<file path="src/yfilt_pkg.sv">
/*
 * yfilt_pkg
 * widths, Y memory slot layout and sequencer states for the
 * Y-value filter of the change engine
 */
package yfilt_pkg;

   localparam int KEY_W  = 16;            // row, column or slot key
   localparam int PART_W = 24;            // real or imaginary part
   localparam int VAL_W  = 2 * PART_W;    // real part in the upper half

   // one slot is key above value, slot 3 sits at the top of the word
   localparam int SLOT_W     = KEY_W + VAL_W;
   localparam int SLOT_COUNT = 4;
   localparam int WORD_W     = SLOT_COUNT * SLOT_W;

   // header key: top bits all ones, low bits carry the row number
   localparam int HDR_MARK_W = 3;
   localparam int HDR_ROW_W  = 9;

   typedef logic [KEY_W-1:0]  key_t;
   typedef logic [VAL_W-1:0]  yval_t;
   typedef logic [WORD_W-1:0] word_t;

   localparam key_t NO_ROW = '1;          // request idle

   typedef enum logic [1:0] {
      S_IDLE,     // waiting for a change record
      S_FETCH,    // row requested, waiting for the match result
      S_MATCH,    // turnaround while row and column swap
      S_WAIT_EX   // diagonal issued, waiting for the compute unit
   } seq_state_e;

endpackage

</file>
<file path="src/change_capture.sv">
/*
 * change_capture
 * first filter stage, holds the change record, swaps row and
 * column for the second pass and drives the Y memory row request
 */
`timescale 1ns/1ps

module change_capture (
   input  logic             clock,
   input  logic             arst_n,
   input  logic             start,
   input  yfilt_pkg::key_t  chng_row,
   input  yfilt_pkg::key_t  chng_col,
   input  yfilt_pkg::yval_t chng_val,
   input  logic             fetch_req,
   input  logic             pass_swap,
   input  logic             pass_clear,
   output yfilt_pkg::key_t  cur_row,
   output yfilt_pkg::key_t  cur_col,
   output yfilt_pkg::yval_t cur_val,
   output logic             second_pass,
   output yfilt_pkg::key_t  y_row
);
   import yfilt_pkg::*;

   logic busy;     // a record is being worked on
   logic accept;   // start taken this cycle

   // a start in the done cycle is still taken, the sequencer is idle then
   assign accept = start && (!busy || pass_clear);

   always_ff @(posedge clock or negedge arst_n)
   begin
      if (!arst_n)
      begin
         busy        <= 1'b0;
         second_pass <= 1'b0;
      end
      else
      begin
         if (accept)
            busy <= 1'b1;
         else if (pass_clear)
            busy <= 1'b0;

         if (pass_swap)
            second_pass <= 1'b1;
         else if (pass_clear || accept)
            second_pass <= 1'b0;
      end
   end

   always_ff @(posedge clock)
   begin
      if (accept)
      begin
         cur_row <= chng_row;
         cur_col <= chng_col;
         cur_val <= chng_val;
      end
      else if (pass_swap)
      begin
         cur_row <= cur_col;   // second pass looks at the column's row
         cur_col <= cur_row;
      end
   end

   // request built from registered state only
   assign y_row = fetch_req ? cur_row : NO_ROW;

endmodule

</file>
<file path="src/y_pair_sequencer.sv">
/*
 * y_pair_sequencer
 * third filter stage, FSM that issues the diagonal and off-diagonal
 * values to the compute unit and runs the two passes of a change
 */
`timescale 1ns/1ps

module y_pair_sequencer (
   input  logic             clock,
   input  logic             arst_n,
   input  logic             start,
   input  logic             match_valid,
   input  logic             hdr_found,
   input  yfilt_pkg::yval_t diag_val,
   input  yfilt_pkg::yval_t off_val,
   input  yfilt_pkg::yval_t cur_val,
   input  logic             second_pass,
   input  logic             ex_done,
   output logic             fetch_req,
   output logic             pass_swap,
   output logic             pass_clear,
   output yfilt_pkg::yval_t y_val1,
   output yfilt_pkg::yval_t y_val2,
   output logic             ex_en,
   output logic             done
);
   import yfilt_pkg::*;

   seq_state_e state;
   seq_state_e state_nxt;
   yval_t      off_q;       // off-diagonal kept until ex_done
   logic       issue_nxt;
   yval_t      val1_nxt;
   yval_t      val2_nxt;
   logic       pass_end;
   logic       swap_nxt;
   logic       clear_nxt;
   logic       done_nxt;

   always_comb
   begin
      state_nxt = state;
      issue_nxt = 1'b0;
      val1_nxt  = '0;
      val2_nxt  = '0;
      pass_end  = 1'b0;
      swap_nxt  = 1'b0;
      clear_nxt = 1'b0;
      done_nxt  = 1'b0;

      unique case (state)
         S_IDLE:
         begin
            if (start)
               state_nxt = S_FETCH;
         end
         S_FETCH:
         begin
            if (match_valid && hdr_found)
            begin
               issue_nxt = 1'b1;       // diagonal with the change value
               val1_nxt  = diag_val;
               val2_nxt  = cur_val;
               state_nxt = S_WAIT_EX;
            end
            else if (match_valid)
               pass_end = 1'b1;        // no header, nothing to issue
         end
         S_WAIT_EX:
         begin
            if (ex_done)
            begin
               issue_nxt = 1'b1;
               val1_nxt  = off_q;      // zero if the column was absent
               pass_end  = 1'b1;
            end
         end
         S_MATCH:
         begin
            state_nxt = S_FETCH;       // record swapped by now
         end
      endcase

      if (pass_end && second_pass)
      begin
         done_nxt  = 1'b1;
         clear_nxt = 1'b1;
         state_nxt = S_IDLE;
      end
      else if (pass_end)
      begin
         swap_nxt  = 1'b1;
         state_nxt = S_MATCH;
      end
   end

   always_ff @(posedge clock or negedge arst_n)
   begin
      if (!arst_n)
      begin
         state      <= S_IDLE;
         ex_en      <= 1'b0;
         y_val1     <= '0;
         y_val2     <= '0;
         pass_swap  <= 1'b0;
         pass_clear <= 1'b0;
         done       <= 1'b0;
      end
      else
      begin
         state      <= state_nxt;
         ex_en      <= issue_nxt;
         y_val1     <= val1_nxt;   // zero outside an issue
         y_val2     <= val2_nxt;
         pass_swap  <= swap_nxt;
         pass_clear <= clear_nxt;
         done       <= done_nxt;
      end
   end

   always_ff @(posedge clock)
   begin
      if ((state == S_FETCH) && match_valid)
         off_q <= off_val;
   end

   assign fetch_req = (state == S_FETCH);

endmodule

</file>
<file path="src/yfilt_top.sv">
/*
 * yfilt_top
 * Y-value filter, capture, match and sequence stages in a row
 */
`timescale 1ns/1ps

module yfilt_top (
   input  logic             clock,
   input  logic             arst_n,
   input  logic             start,
   input  yfilt_pkg::key_t  chng_row,
   input  yfilt_pkg::key_t  chng_col,
   input  yfilt_pkg::yval_t chng_val,
   input  yfilt_pkg::word_t ymem_data,
   input  logic             ymem_valid,
   input  logic             ex_done,
   output yfilt_pkg::key_t  y_row,
   output yfilt_pkg::yval_t y_val1,
   output yfilt_pkg::yval_t y_val2,
   output logic             ex_en,
   output logic             done
);
   import yfilt_pkg::*;

   key_t  cur_row;
   key_t  cur_col;
   yval_t cur_val;
   logic  second_pass;
   logic  fetch_req;
   logic  pass_swap;
   logic  pass_clear;
   logic  match_valid;
   logic  hdr_found;
   yval_t diag_val;
   yval_t off_val;

   change_capture i_change_capture (
      .clock       (clock),
      .arst_n      (arst_n),
      .start       (start),
      .chng_row    (chng_row),
      .chng_col    (chng_col),
      .chng_val    (chng_val),
      .fetch_req   (fetch_req),
      .pass_swap   (pass_swap),
      .pass_clear  (pass_clear),
      .cur_row     (cur_row),
      .cur_col     (cur_col),
      .cur_val     (cur_val),
      .second_pass (second_pass),
      .y_row       (y_row)
   );

   ymem_entry_match i_ymem_entry_match (
      .clock       (clock),
      .arst_n      (arst_n),
      .ymem_data   (ymem_data),
      .ymem_valid  (ymem_valid),
      .fetch_req   (fetch_req),
      .cur_row     (cur_row),
      .cur_col     (cur_col),
      .match_valid (match_valid),
      .hdr_found   (hdr_found),
      .diag_val    (diag_val),
      .off_val     (off_val)
   );

   y_pair_sequencer i_y_pair_sequencer (
      .clock       (clock),
      .arst_n      (arst_n),
      .start       (start),
      .match_valid (match_valid),
      .hdr_found   (hdr_found),
      .diag_val    (diag_val),
      .off_val     (off_val),
      .cur_val     (cur_val),
      .second_pass (second_pass),
      .ex_done     (ex_done),
      .fetch_req   (fetch_req),
      .pass_swap   (pass_swap),
      .pass_clear  (pass_clear),
      .y_val1      (y_val1),
      .y_val2      (y_val2),
      .ex_en       (ex_en),
      .done        (done)
   );

endmodule

</file>
<file path="src/ymem_entry_match.sv">
/*
 * ymem_entry_match
 * second filter stage, splits a Y memory word into slots, finds the
 * row header and the column entry below it and registers the result
 */
`timescale 1ns/1ps

module ymem_entry_match (
   input  logic             clock,
   input  logic             arst_n,
   input  yfilt_pkg::word_t ymem_data,
   input  logic             ymem_valid,
   input  logic             fetch_req,
   input  yfilt_pkg::key_t  cur_row,
   input  yfilt_pkg::key_t  cur_col,
   output logic             match_valid,
   output logic             hdr_found,
   output yfilt_pkg::yval_t diag_val,
   output yfilt_pkg::yval_t off_val
);
   import yfilt_pkg::*;

   key_t  slot_key [SLOT_COUNT];
   yval_t slot_val [SLOT_COUNT];
   logic  hdr_hit;
   int    hdr_idx;     // slot holding the header
   yval_t hdr_val_c;
   logic  off_hit;
   yval_t off_val_c;
   logic  take;        // word belongs to the current request

   function automatic logic is_header(key_t key, key_t row);
      return (&key[KEY_W-1 -: HDR_MARK_W]) &&
             (key[HDR_ROW_W-1:0] == row[HDR_ROW_W-1:0]);
   endfunction

   always_comb
   begin
      for (int i = 0; i < SLOT_COUNT; i++)
      begin
         slot_key[i] = ymem_data[i*SLOT_W + VAL_W +: KEY_W];
         slot_val[i] = ymem_data[i*SLOT_W +: VAL_W];
      end
   end

   // highest header of this row wins
   always_comb
   begin
      hdr_hit   = 1'b0;
      hdr_idx   = 0;
      hdr_val_c = '0;
      for (int i = SLOT_COUNT - 1; i >= 0; i--)
      begin
         if (!hdr_hit && is_header(slot_key[i], cur_row))
         begin
            hdr_hit   = 1'b1;
            hdr_idx   = i;
            hdr_val_c = slot_val[i];
         end
      end
   end

   // off-diagonal only counts below the header
   always_comb
   begin
      off_hit   = 1'b0;
      off_val_c = '0;
      for (int i = SLOT_COUNT - 1; i >= 0; i--)
      begin
         if (hdr_hit && !off_hit && (i < hdr_idx) && (slot_key[i] == cur_col))
         begin
            off_hit   = 1'b1;
            off_val_c = slot_val[i];
         end
      end
   end

   assign take = ymem_valid && fetch_req;

   always_ff @(posedge clock or negedge arst_n)
   begin
      if (!arst_n)
      begin
         match_valid <= 1'b0;
         hdr_found   <= 1'b0;
      end
      else
      begin
         match_valid <= take;   // one-cycle result strobe
         if (take)
            hdr_found <= hdr_hit;
      end
   end

   always_ff @(posedge clock)
   begin
      if (take)
      begin
         diag_val <= hdr_val_c;   // zero when no header
         off_val  <= off_val_c;
      end
   end

endmodule

</file>
<file path="config.mk">
export PLATFORM = sky130hd
export DESIGN_NAME = yfilt_top
export DESIGN_NICKNAME = d
export VERILOG_FILES = /design/src/yfilt_pkg.sv /design/src/change_capture.sv /design/src/y_pair_sequencer.sv /design/src/yfilt_top.sv /design/src/ymem_entry_match.sv
export SDC_FILE = /design/constraint.sdc
export NUM_CORES = 1
export LEC_CHECK = 0
export ABC_AREA = 1
export ABC_CLOCK_PERIOD_IN_PS = 3800
export BUFFER_PORTS_ARGS = -buffer_cell sky130_fd_sc_hd__buf_2
export CAP_MARGIN = 15
export CELL_PAD_IN_SITES_DETAIL_PLACEMENT = 1
export CELL_PAD_IN_SITES_GLOBAL_PLACEMENT = 2
export CORE_ASPECT_RATIO = 1.4
export CORE_MARGIN = 8
export CORE_UTILIZATION = 31
export CTS_CLUSTER_DIAMETER = 50
export DETAILED_ROUTE_END_ITERATION = 10
export GPL_TIMING_DRIVEN = 0
export PLACE_DENSITY_LB_ADDON = 0.05
export SLEW_MARGIN = 20
export SYNTH_ARGS = -nofsm -noshare
export SYNTH_HDL_FRONTEND = slang
export SYNTH_SLANG_ARGS = --single-unit
</file>
<file path="constraint.sdc">
create_clock -name clock -period 3.8 [get_ports clock]
set_clock_uncertainty 0.1 [all_clocks]
set_input_delay 0 -clock clock [delete_from_list [all_inputs] [get_ports clock]]
set_output_delay 0 -clock clock [all_outputs]
set_load 0.1 [all_outputs]
</file>
# Word-level counts from Yosys, hierarchy flattened
# Index checks and enable logic that the tools add are counted.
[totals]
ff_bits = 329
latchBits = 0
mem_bits_rw = 0
mem_bits_ro = 0
out_inout_bits = 114
word_cells = 122
mem_count = 0
[op_classes]
add_sub_neg = 0
mul = 0
div_mod_pow = 0
magnitude_cmp = 4
n_eq_ne = 13
n_shift = 0
muxes = 47
bitwise_logic = 0
reduce_logical = 42
[ops]
columns = ["op", "count"]
rows = [
  ["$mux W48", 12],
  ["$pmux W48 S2", 1],
  ["$mux W16", 5],
  ["$eq A16 B16 Y1", 4],
  ["$eq A9 B9 Y1", 4],
  ["$logic_and A1 B1 Y1", 23],
  ["$mux W1", 18],
  ["$mux W2", 8],
  ["$reduce_and A3 Y1", 5],
  ["$logic_not A1 Y1", 7],
  ["$pmux W2 S3", 1],
  ["$reduce_bool A2 Y1", 3],
  ["$reduce_bool A5 Y1", 1],
  ["$eq A2 B2 Y1 const B", 2],
  ["$lt A1 B2 Y1 const A", 2],
  ["$lt A2 B2 Y1 const A", 2],
  ["$ne A4 B1 Y1 const B", 1],
  ["$ne A4 B2 Y1 const B", 1],
  ["$pmux W1 S2", 2],
  ["$eq A2 B1 Y1 const B", 1],
  ["$logic_not A2 Y1", 1],
  ["$logic_or A1 B1 Y1", 2],
]

# Logic depth before layout (Yosys ltp)
# Gate-level depths: netlist of the first run.
[depth]
depth_word = 31
depth_mapped = 15
depth_no_buf = 14

# Modules after synthesis
# From an unflattened synthesis of the first run, not the netlist that was laid out.
[unflattened]
cells_unflattened = 1825
area_unflattened_um2 = 16071.7
[by_module_without_submodules]
columns = ["mod", "instances", "cells_per_inst", "area_each_um2", "seq_area_each_um2"]
rows = [
  ["ymem_entry_match", 1, 1152, 7751.2, 2932.8],
  ["y_pair_sequencer", 1, 440, 5202.5, 3968.8],
  ["change_capture", 1, 233, 3118.0, 2452.4],
]

# Least setup slack after synthesis of the first run
# No wires, ideal clock.
[synth_timing]
path_type = "register to register"
start = "register i_y_pair_sequencer.pass_clear"
end = "register i_change_capture.cur_val[0], enable pin"
setup_ns = 0.431
arrival_ns = 2.875
t_required_ns = 3.269
path_slack_ns = 0.395
path_stages_with_launch = 6
n_path_buf = 1
period_less_slack_ns = 3.405
cell_sequence = "dfrtp_1 -> inv_1 -> nand2_1 -> nand2_1 -> clkinv_1 -> buf_1"
[synth_between]
elab_chain_cells = 2
[synth_lines]
columns = ["item", "line", "rtl"]
rows = [
  ["start: declaration", "y_pair_sequencer.sv:21", "output logic pass_clear,"],
  ["start signal: assignment", "y_pair_sequencer.sv:116", "pass_clear <= clear_nxt;"],
  ["$logic_or A1 B1 Y1", "change_capture.sv:30", "assign accept = start && (!busy || pass_clear);"],
  ["$logic_and A1 B1 Y1", "change_capture.sv:30", ""],
  ["net i_change_capture.accept", "change_capture.sv:27", "logic accept;"],
  ["end signal: assignment", "change_capture.sv:59", "cur_val <= chng_val;"],
  ["end: declaration", "change_capture.sv:20", "output yfilt_pkg::yval_t cur_val,"],
]
# The timed path passes the listed nets, and every way through them passes these cells.
# A chain may end at the register's enable or synchronous reset.

# Final worst setup path of the first run
[layout_timing]
start = "register i_change_capture.cur_row[1]"
end = "register i_ymem_entry_match.diag_val[15], data pin"
[layout_between]
elab_chain_cells = 12
[layout_lines]
columns = ["item", "line", "rtl"]
rows = [
  ["start: declaration", "change_capture.sv:18", "output yfilt_pkg::key_t cur_row,"],
  ["start signal: assignment", "change_capture.sv:57", "cur_row <= chng_row;"],
  ["start signal: assignment", "change_capture.sv:63", "cur_row <= cur_col;"],
  ["$eq A9 B9 Y1", "ymem_entry_match.sv:34", "(key[HDR_ROW_W-1:0] == row[HDR_ROW_W-1:0]);"],
  ["$logic_and A1 B1 Y1", "ymem_entry_match.sv:33", "return (&key[KEY_W-1 -: HDR_MARK_W]) &&"],
  ["$mux W1", "ymem_entry_match.sv:54", "if (!hdr_hit && is_header(slot_key[i], cur_row))"],
  ["$logic_not A1 Y1", "ymem_entry_match.sv:54", ""],
  ["$logic_and A1 B1 Y1", "ymem_entry_match.sv:54", ""],
  ["$mux W1", "ymem_entry_match.sv:54", ""],
  ["$logic_not A1 Y1", "ymem_entry_match.sv:54", ""],
  ["$logic_and A1 B1 Y1", "ymem_entry_match.sv:54", ""],
  ["$mux W1", "ymem_entry_match.sv:54", ""],
  ["$logic_not A1 Y1", "ymem_entry_match.sv:54", ""],
  ["$logic_and A1 B1 Y1", "ymem_entry_match.sv:54", ""],
  ["$mux W48 (*)", "ymem_entry_match.sv:54", ""],
  ["net i_ymem_entry_match.hdr_val_c[15]", "ymem_entry_match.sv:27", "yval_t hdr_val_c;"],
  ["end signal: assignment", "ymem_entry_match.sv:99", "diag_val <= hdr_val_c;"],
  ["end: declaration", "ymem_entry_match.sv:18", "output yfilt_pkg::yval_t diag_val,"],
]
# Mark *: on every way through the listed nets, which the timed path passes. The rest lies on a longest branch.

==> out/results.ini, run 1 <==
[sta]
fin_crit_ps = 3500
setup_ws_ps = 297
maxSlewViolCount = 0
hold_ws_ps = 38.5
worst_pin_slew_ps = 989
fin_tns_setup_ps = 0
fin_crit_sh_pct = 92.2
fmax_mhz = 285
setup_viol_count_final = 0
grt_setup_unrepaired = false
hold_viol = 0
slew_headroom_pct = 34.1

[worst_setup_path]
required_ps = 4010
crit_fanout = 10
worst-path-buf-inv = 3
cp-end-kind = register
path_common_cell = nand2_1
start_kind = register
cpPeakStageDelay_ps = 560
slowest_stage = dlygate4sd3_1
cp.arrival_ps = 3710
path_cells = inv_2 -> nand2_1 -> nand2_1 -> nand2_1 -> nor2_1 -> nand3_2 -> nand2_1 -> clkbuf_1 -> o21ai_0 -> nor2_1 -> nor2_1 -> dlygate4sd3_1
crit_type = register to register
critPathTopFamily = simple AND/OR/NAND/NOR gates

[final_layout]
nFillCells = 5656
syn_to_final_growth_pct = 50.8
fin_area_mm2 = 0.0229
drive_gt1_share_pct = 25.9
final_nets = 2701
finish.utilization_pct = 47.0

[synth]
ys_seq_elements = 329
syn_inst = 1576
mappedNetlistArea_mm2 = 0.0152
syn_nets = 1917
ys_seq_area_share_pct = 61.7
synth_warnings = 0
avgSynthCellArea_um2 = 9.62
yosysUniqueCellTypes = 33

[clock_tree]
numClockSinks = 329
cts-root-buf = clkbuf_16
cts_setup_buffers = 0
cts_tree = yes
clkTransAtPathRegs_ps = 60
cts.htree.levels = 2
worstSkewPairLatency_ps = 560
clock_path_buffers = 3
cts_buffers = 44

[pwr]
power.switching_mw = 6.07
total_leakage_power_nw = 11.1
irDropWorstVdd_mv = 0.510
comb_power_share_pct = 34.2
power.share.clock_pct = 29.9
seqPwrFrac_pct = 36.0
internal_power_mw = 8.73
power_density_mw_per_mm2 = 648
switching_share_pct = 41.0

[routing]
post_drt_wl_per_cell_um = 22.8
via_per_inst = 4.75
wl_um = 69800
route.detailed.drc = 0
drt_iter0_drc = 623
vias = 14500
ant_nets = 0
drtPass1Iterations = 7

[floorplanning]
start_util_pct = 31.2
die_h_um = 278
die_area_mm2 = 0.0563
row_count = 96
core_mm2 = 0.0486
io_pins = 455
die_width_um = 203

[placed_design]
port_buffers = 450
gp_congestion = 0.857
placed_area_mm2 = 0.0184
hpwl_um = 50900
place_ws_ps = 855

[global_route]
grt_usage_pct = 24.4
grt_max_degree = 55
overflow = 0
grt_antenna_before_repair = 28
grt_pass1_wl_um = 102000
grt_pass1_vias = 16200

[worst_hold_path]
holdCritPathClass = input port to register

[run_status]
run_status = finished clean

[flow_run]
cap_violations = 0

==> power by group through the flow <==
| stage | registers [mW] | clock network (mW) | logic [mW] |
|---|---|---|---|
| 2_1_floorplan | 6.63 | 0 | 2.06 |
| 6_report | 5.32 | 4.42 | 5.06 |
| 5_1_grt | 5.41 | 4.66 | 5.35 |
| 3_3_place_gp | 5.44 | 0 | 4.76 |
| 4_1_cts | 5.33 | 4.53 | 5.13 |
| 3_5_place_dp | 5.40 | 0 | 4.91 |
==> routing by layer <==
metal  routed length [µm]  up-vias  GRT usage (%)
li1                     -     6841              -
met1                25500     7025           26.1
met2                37100      484           45.4
met3                 4540      143           5.81
met4                 2660       12           9.65
met5                   80        -              0
==> path summary, 6_finish.rpt <==
check	slack (ps)	to	depth (start not counted)	from
setup / recovery	300	i_ymem_entry_match.diag_val[15]	12	i_change_capture.cur_row[1]
hold / removal	40	i_change_capture.cur_val[17]	2	chng_val[17]
setup reg to reg	300	i_ymem_entry_match.diag_val[15]	12	i_change_capture.cur_row[1]
hold reg to reg	290	i_y_pair_sequencer.off_q[8]	0	i_ymem_entry_match.off_val[8]
max in group asynchronous	2720	i_y_pair_sequencer.y_val1[40]	4	arst_n
min in group asynchronous	530	i_y_pair_sequencer.y_val2[32]	4	arst_n
==> final cells by class <==
class	instances	area, µm²	area share (%)
Sequential cell	329	9350	40.9
Timing Repair Buffer	739	5260	23.0
Multi-Input combinational cell	996	4780	20.9
Clock buffer	58	1270	5.55
Tap cell	637	797	3.49
Inverter	170	643	2.81
Buffer	80	398	1.74
Clock inverter	24	303	1.32
Antenna cell	23	57.6	0.252
==> flip-flops by register name (all words and copies together) (netlist names) <==
| signal | flops |
|---|---|
| i_change_capture.second_pass | 1 |
| i_y_pair_sequencer.y_val2 | 48 |
| i_change_capture.cur_col | 16 |
| i_ymem_entry_match.diag_val | 48 |
| i_y_pair_sequencer.ex_en | 1 |
| i_change_capture.cur_row | 16 |
| i_change_capture.cur_val | 48 |
| i_y_pair_sequencer.off_q | 48 |
| i_ymem_entry_match.hdr_found | 1 |
| i_ymem_entry_match.off_val | 48 |
| i_y_pair_sequencer.pass_swap | 1 |
| i_change_capture.busy | 1 |
| i_y_pair_sequencer.y_val1 | 48 |
| i_ymem_entry_match.match_valid | 1 |
| i_y_pair_sequencer.state | 2 |
| i_y_pair_sequencer.pass_clear | 1 |
==> worst register-to-register path, cell delays in order (launching register included) <==
cell	delay [ps]
edfxtp_1	510
inv_2	130
nand2_1	50
nand2_1	80
nand2_1	60
nor2_1	310
nand3_2	270
nand2_1	280
clkbuf_1	530
o21ai_0	170
nor2_1	150
nor2_1	60
dlygate4sd3_1	560
==> cell usage after synthesis <==
| master | instances | area [µm²] |
|---|---|---|
| nand2_1 | 439 | 1650 |
| nor2_1 | 228 | 856 |
| edfxtp_1 | 224 | 6730 |
| inv_1 | 150 | 563 |
| dfrtp_1 | 105 | 2630 |
| nand4_1 | 74 | 463 |
| a32o_1 | 48 | 480 |
| o21ai_0 | 45 | 225 |
| nand3_1 | 38 | 190 |
| clkbuf_1 | 35 | 131 |
| xnor2_1 | 35 | 307 |
| buf_2 | 29 | 145 |
| o211ai_1 | 21 | 158 |
| a21oi_1 | 18 | 90.1 |
| inv_2 | 17 | 63.8 |
| or2_2 | 10 | 62.6 |
| buf_4 | 9 | 67.6 |
| xor2_1 | 8 | 70.1 |
| nor2_2 | 7 | 43.8 |
| buf_1 | 5 | 18.8 |
| o21ai_1 | 4 | 20.0 |
| a211oi_1 | 3 | 22.5 |
| buf_6 | 3 | 33.8 |
| clkinv_1 | 3 | 11.3 |
| nand2_2 | 3 | 18.8 |
| nand3_2 | 3 | 30.0 |
| nor3_1 | 3 | 15.0 |
| and3_1 | 2 | 12.5 |
| nor2_4 | 2 | 22.5 |
| o22ai_1 | 2 | 12.5 |
| nand2_4 | 1 | 11.3 |
| o31ai_1 | 1 | 7.51 |
| or2_0 | 1 | 6.26 |
==> cells by family after synthesis <==
family                 synth area share [%]
XOR/XNOR                               2.48
flip-flops                             61.7
buffers and inverters                  6.83
AND/OR/NAND/NOR                        22.3
AO/OA/AOI/OAI                          6.70
==> layout by cell type (no fill, tap or decap), drive strengths merged, types with 13 or more instances in the layout <==
master / synthesis / layout
xnor2: 35 / 35
buf: 46 / 502
edfxtp: 224 / 224
a32o: 48 / 48
inv: 167 / 174
dfrtp: 105 / 105
nor2: 237 / 237
diode: 0 / 23
clkbuf: 35 / 93
nand4: 74 / 74
o211ai: 21 / 21
o21ai: 49 / 49
nand3: 41 / 41
a21oi: 18 / 18
clkinv: 3 / 13
dlygate4sd3: 0 / 282
nand2: 443 / 443
==> metrics by stage <==
| stage | total power, mW | instances |
|---|---|---|
| floorplan | 8.69 | 1576 |
| global placement | 10.2 | 2663 |
| detailed placement | 10.3 | 2669 |
| CTS | 15.0 | 3034 |
| global route | 15.4 | 3046 |
| finish | 14.8 | 3056 |
==> what timing repair did <==
item | 4_1_cts | 5_1_grt
gates resized for setup | 0 | 1
endpoints found under the hold margin | 287 | 0
setup endpoints to repair | 0 | 1
hold buffers | 283 | 0
Power figures use the tool's default switching activity.
==> run 2: changes to the inputs <==
--- a/config.mk
+++ b/config.mk
@@ -18,6 +18,7 @@
 export DETAILED_ROUTE_END_ITERATION = 10
 export GPL_TIMING_DRIVEN = 0
 export PLACE_DENSITY_LB_ADDON = 0.05
+export REMOVE_ABC_BUFFERS = 1
 export SLEW_MARGIN = 20
 export SYNTH_ARGS = -nofsm -noshare
 export SYNTH_HDL_FRONTEND = slang
==> out/results.ini, run 2 (same netlist as run 1, synthesis figures left out) <==
[run_status]
run_status = finished clean

[routing]
wl_um = 60800  ; -13%
drt_iter0_drc = 492  ; -21%
drtPass1Iterations = 5  ; -2
route.detailed.drc = 0  ; unchanged
post_drt_wl_per_cell_um = 20.5  ; -10%
via_per_inst = 4.71  ; -0.72%
ant_nets = 0  ; unchanged
vias = 14000  ; -3.6%

[pwr]
finalPower_mw = 14.0  ; -5.3%
total_leakage_power_nw = 10.6  ; -4.0%
power_density_mw_per_mm2 = 620  ; -4.2%
irDropWorstVdd_mv = 0.353  ; -31%

[global_route]
grt_pass1_wl_um = 92500  ; -9.6%
grt_pass1_vias = 15600  ; -3.7%
overflow = 0  ; unchanged
grt_antenna_before_repair = 6  ; -79%
grt_max_degree = 90  ; +64%
grt_usage_pct = 21.2  ; -3.3 points

[floorplanning]
die_h_um = 278  ; unchanged
start_util_pct = 31.2  ; unchanged
core_mm2 = 0.0486  ; unchanged
die_area_mm2 = 0.0563  ; unchanged
io_pins = 455  ; unchanged
die_width_um = 203  ; unchanged
row_count = 96  ; unchanged

[clock_tree]
clkTransAtPathRegs_ps = 60  ; about the same
worstSkewPairLatency_ps = 550  ; about the same
cts.htree.levels = 2  ; unchanged
cts_tree = yes
numClockSinks = 329  ; unchanged
cts-root-buf = clkbuf_16
clock_path_buffers = 3  ; unchanged
cts_buffers = 40  ; -9.1%

[worst_setup_path]
cp-end-kind = register
reg2reg_to = i_ymem_entry_match.off_val[34]
required_ps = 3990  ; -20 ps
endpoint = i_ymem_entry_match.off_val[34]
r2r-start = i_change_capture.cur_col[13]
start_kind = register
crit_fanout = 50  ; +40
rrSetupSlack_ps = 330  ; +30 ps
cp.arrival_ps = 3660  ; -50 ps
reg2reg_depth = 10  ; -2
worstSetupStartpoint = i_change_capture.cur_col[13]
crit_type = register to register

[sta]
fin_tns_setup_ps = 0  ; unchanged
hold_ws_ps = 68.7  ; +30.2 ps
hold_viol = 0  ; unchanged
setup_viol_count_final = 0  ; unchanged
worst_pin_slew_ps = 891  ; -97.4 ps
fin_crit_ps = 3470  ; -32.2 ps
maxSlewViolCount = 0  ; unchanged
setup_ws_ps = 329  ; +32.2 ps
fin_crit_sh_pct = 91.3  ; -0.85 points
slew_headroom_pct = 40.4  ; +6.4 points
grt_setup_unrepaired = false
fmax_mhz = 288  ; +0.93%

[final_layout]
drive_gt1_share_pct = 25.4  ; -0.50 points
layout_commonest_cell = buf_2
final_nets = 2635  ; -2.4%
syn_to_final_growth_pct = 49.1
mostFrequentLayoutCells = 449 x buf_2, 436 x nand2_1, 283 x dlygate4sd3_1
nFillCells = 5569  ; -1.5%

[worst_hold_path]
holdCritPathClass = input port to register

[placed_design]
gp_congestion = 0.788  ; -8.1%
port_buffers = 450  ; unchanged
place_ws_ps = -73.0  ; -928 ps
hpwl_um = 42100  ; -17%

[flow_run]
cap_violations = 0  ; unchanged

-- run 2: cell type report --
class                           count  area [µm²]  area share, %
Tap cell                          637         797           3.53
Antenna cell                        6        15.0         0.0664
Clock buffer                       51        1080           4.79
Clock inverter                     22         221          0.980
Inverter                          170         651           2.88
Sequential cell                   329        9360           41.4
Timing Repair Buffer              757        5620           24.8
Multi-Input combinational cell    996        4860           21.5
-- run 2: layer usage --
metal	vias to the layer above	wire (µm)	track usage [%]
li1	6674	-	-
met1	6828	23800	24.3
met2	392	31600	38.3
met3	88	3570	4.52
met4	4	1780	7.12
met5	-	23	0
-- run 2: what timing repair did --
item | CTS | global route
buffers inserted | 5 | 0
endpoints found under the setup margin | 39 | 7
hold buffers | 284 | 0
hold endpoints to repair | 286 | 0
pin swaps | 1 | 0
resized for setup | 1 | 1
-- run 2: worst min-delay path by stage --
stage	startpoint	endpoint	slack, ps	depth (start not counted)
after CTS	chng_val[12]	i_change_capture.cur_val[12]	30	2
after global placement	chng_val[24]	i_change_capture.cur_val[24]	80	1
after floorplan	arst_n	i_change_capture.busy	-400	0
after detailed placement	arst_n	i_y_pair_sequencer.y_val1[3]	-150	1
after global routing	chng_val[37]	i_change_capture.cur_val[37]	40	2
final	chng_val[37]	i_change_capture.cur_val[37]	70	2
-- run 2: where the power goes --
part           switching (mW)  internal [mW]  total, mW  leakage (nW)
clock                    1.52           2.24       3.76         0.637
combinational            3.71           1.14       4.85          6.45
sequential              0.520           4.89       5.41          3.54
total                    5.75           8.28       14.0          10.6
-- run 2: critical path, stage by stage, from the launching register on --
cell      delay [ps]
edfxtp_1         500
xnor2_1          180
nand2_1          110
nor2_1           110
nand2_1          110
nor2_4           610
nand2_4          630
nand3_4          520
nand3_1          180
nand2_1           90
inv_1             40
-- run 2: stage by stage --
stage          utilization, %  instance area (µm²)  cells
2_1_floorplan               -                14800   1495
3_3_place_gp             36.6                17800   2582
3_5_place_dp             37.7                18400   2600
4_1_cts                  46.4                22600   2962
5_1_grt                  46.5                22600   2965
6_report                 46.5                22600   2968
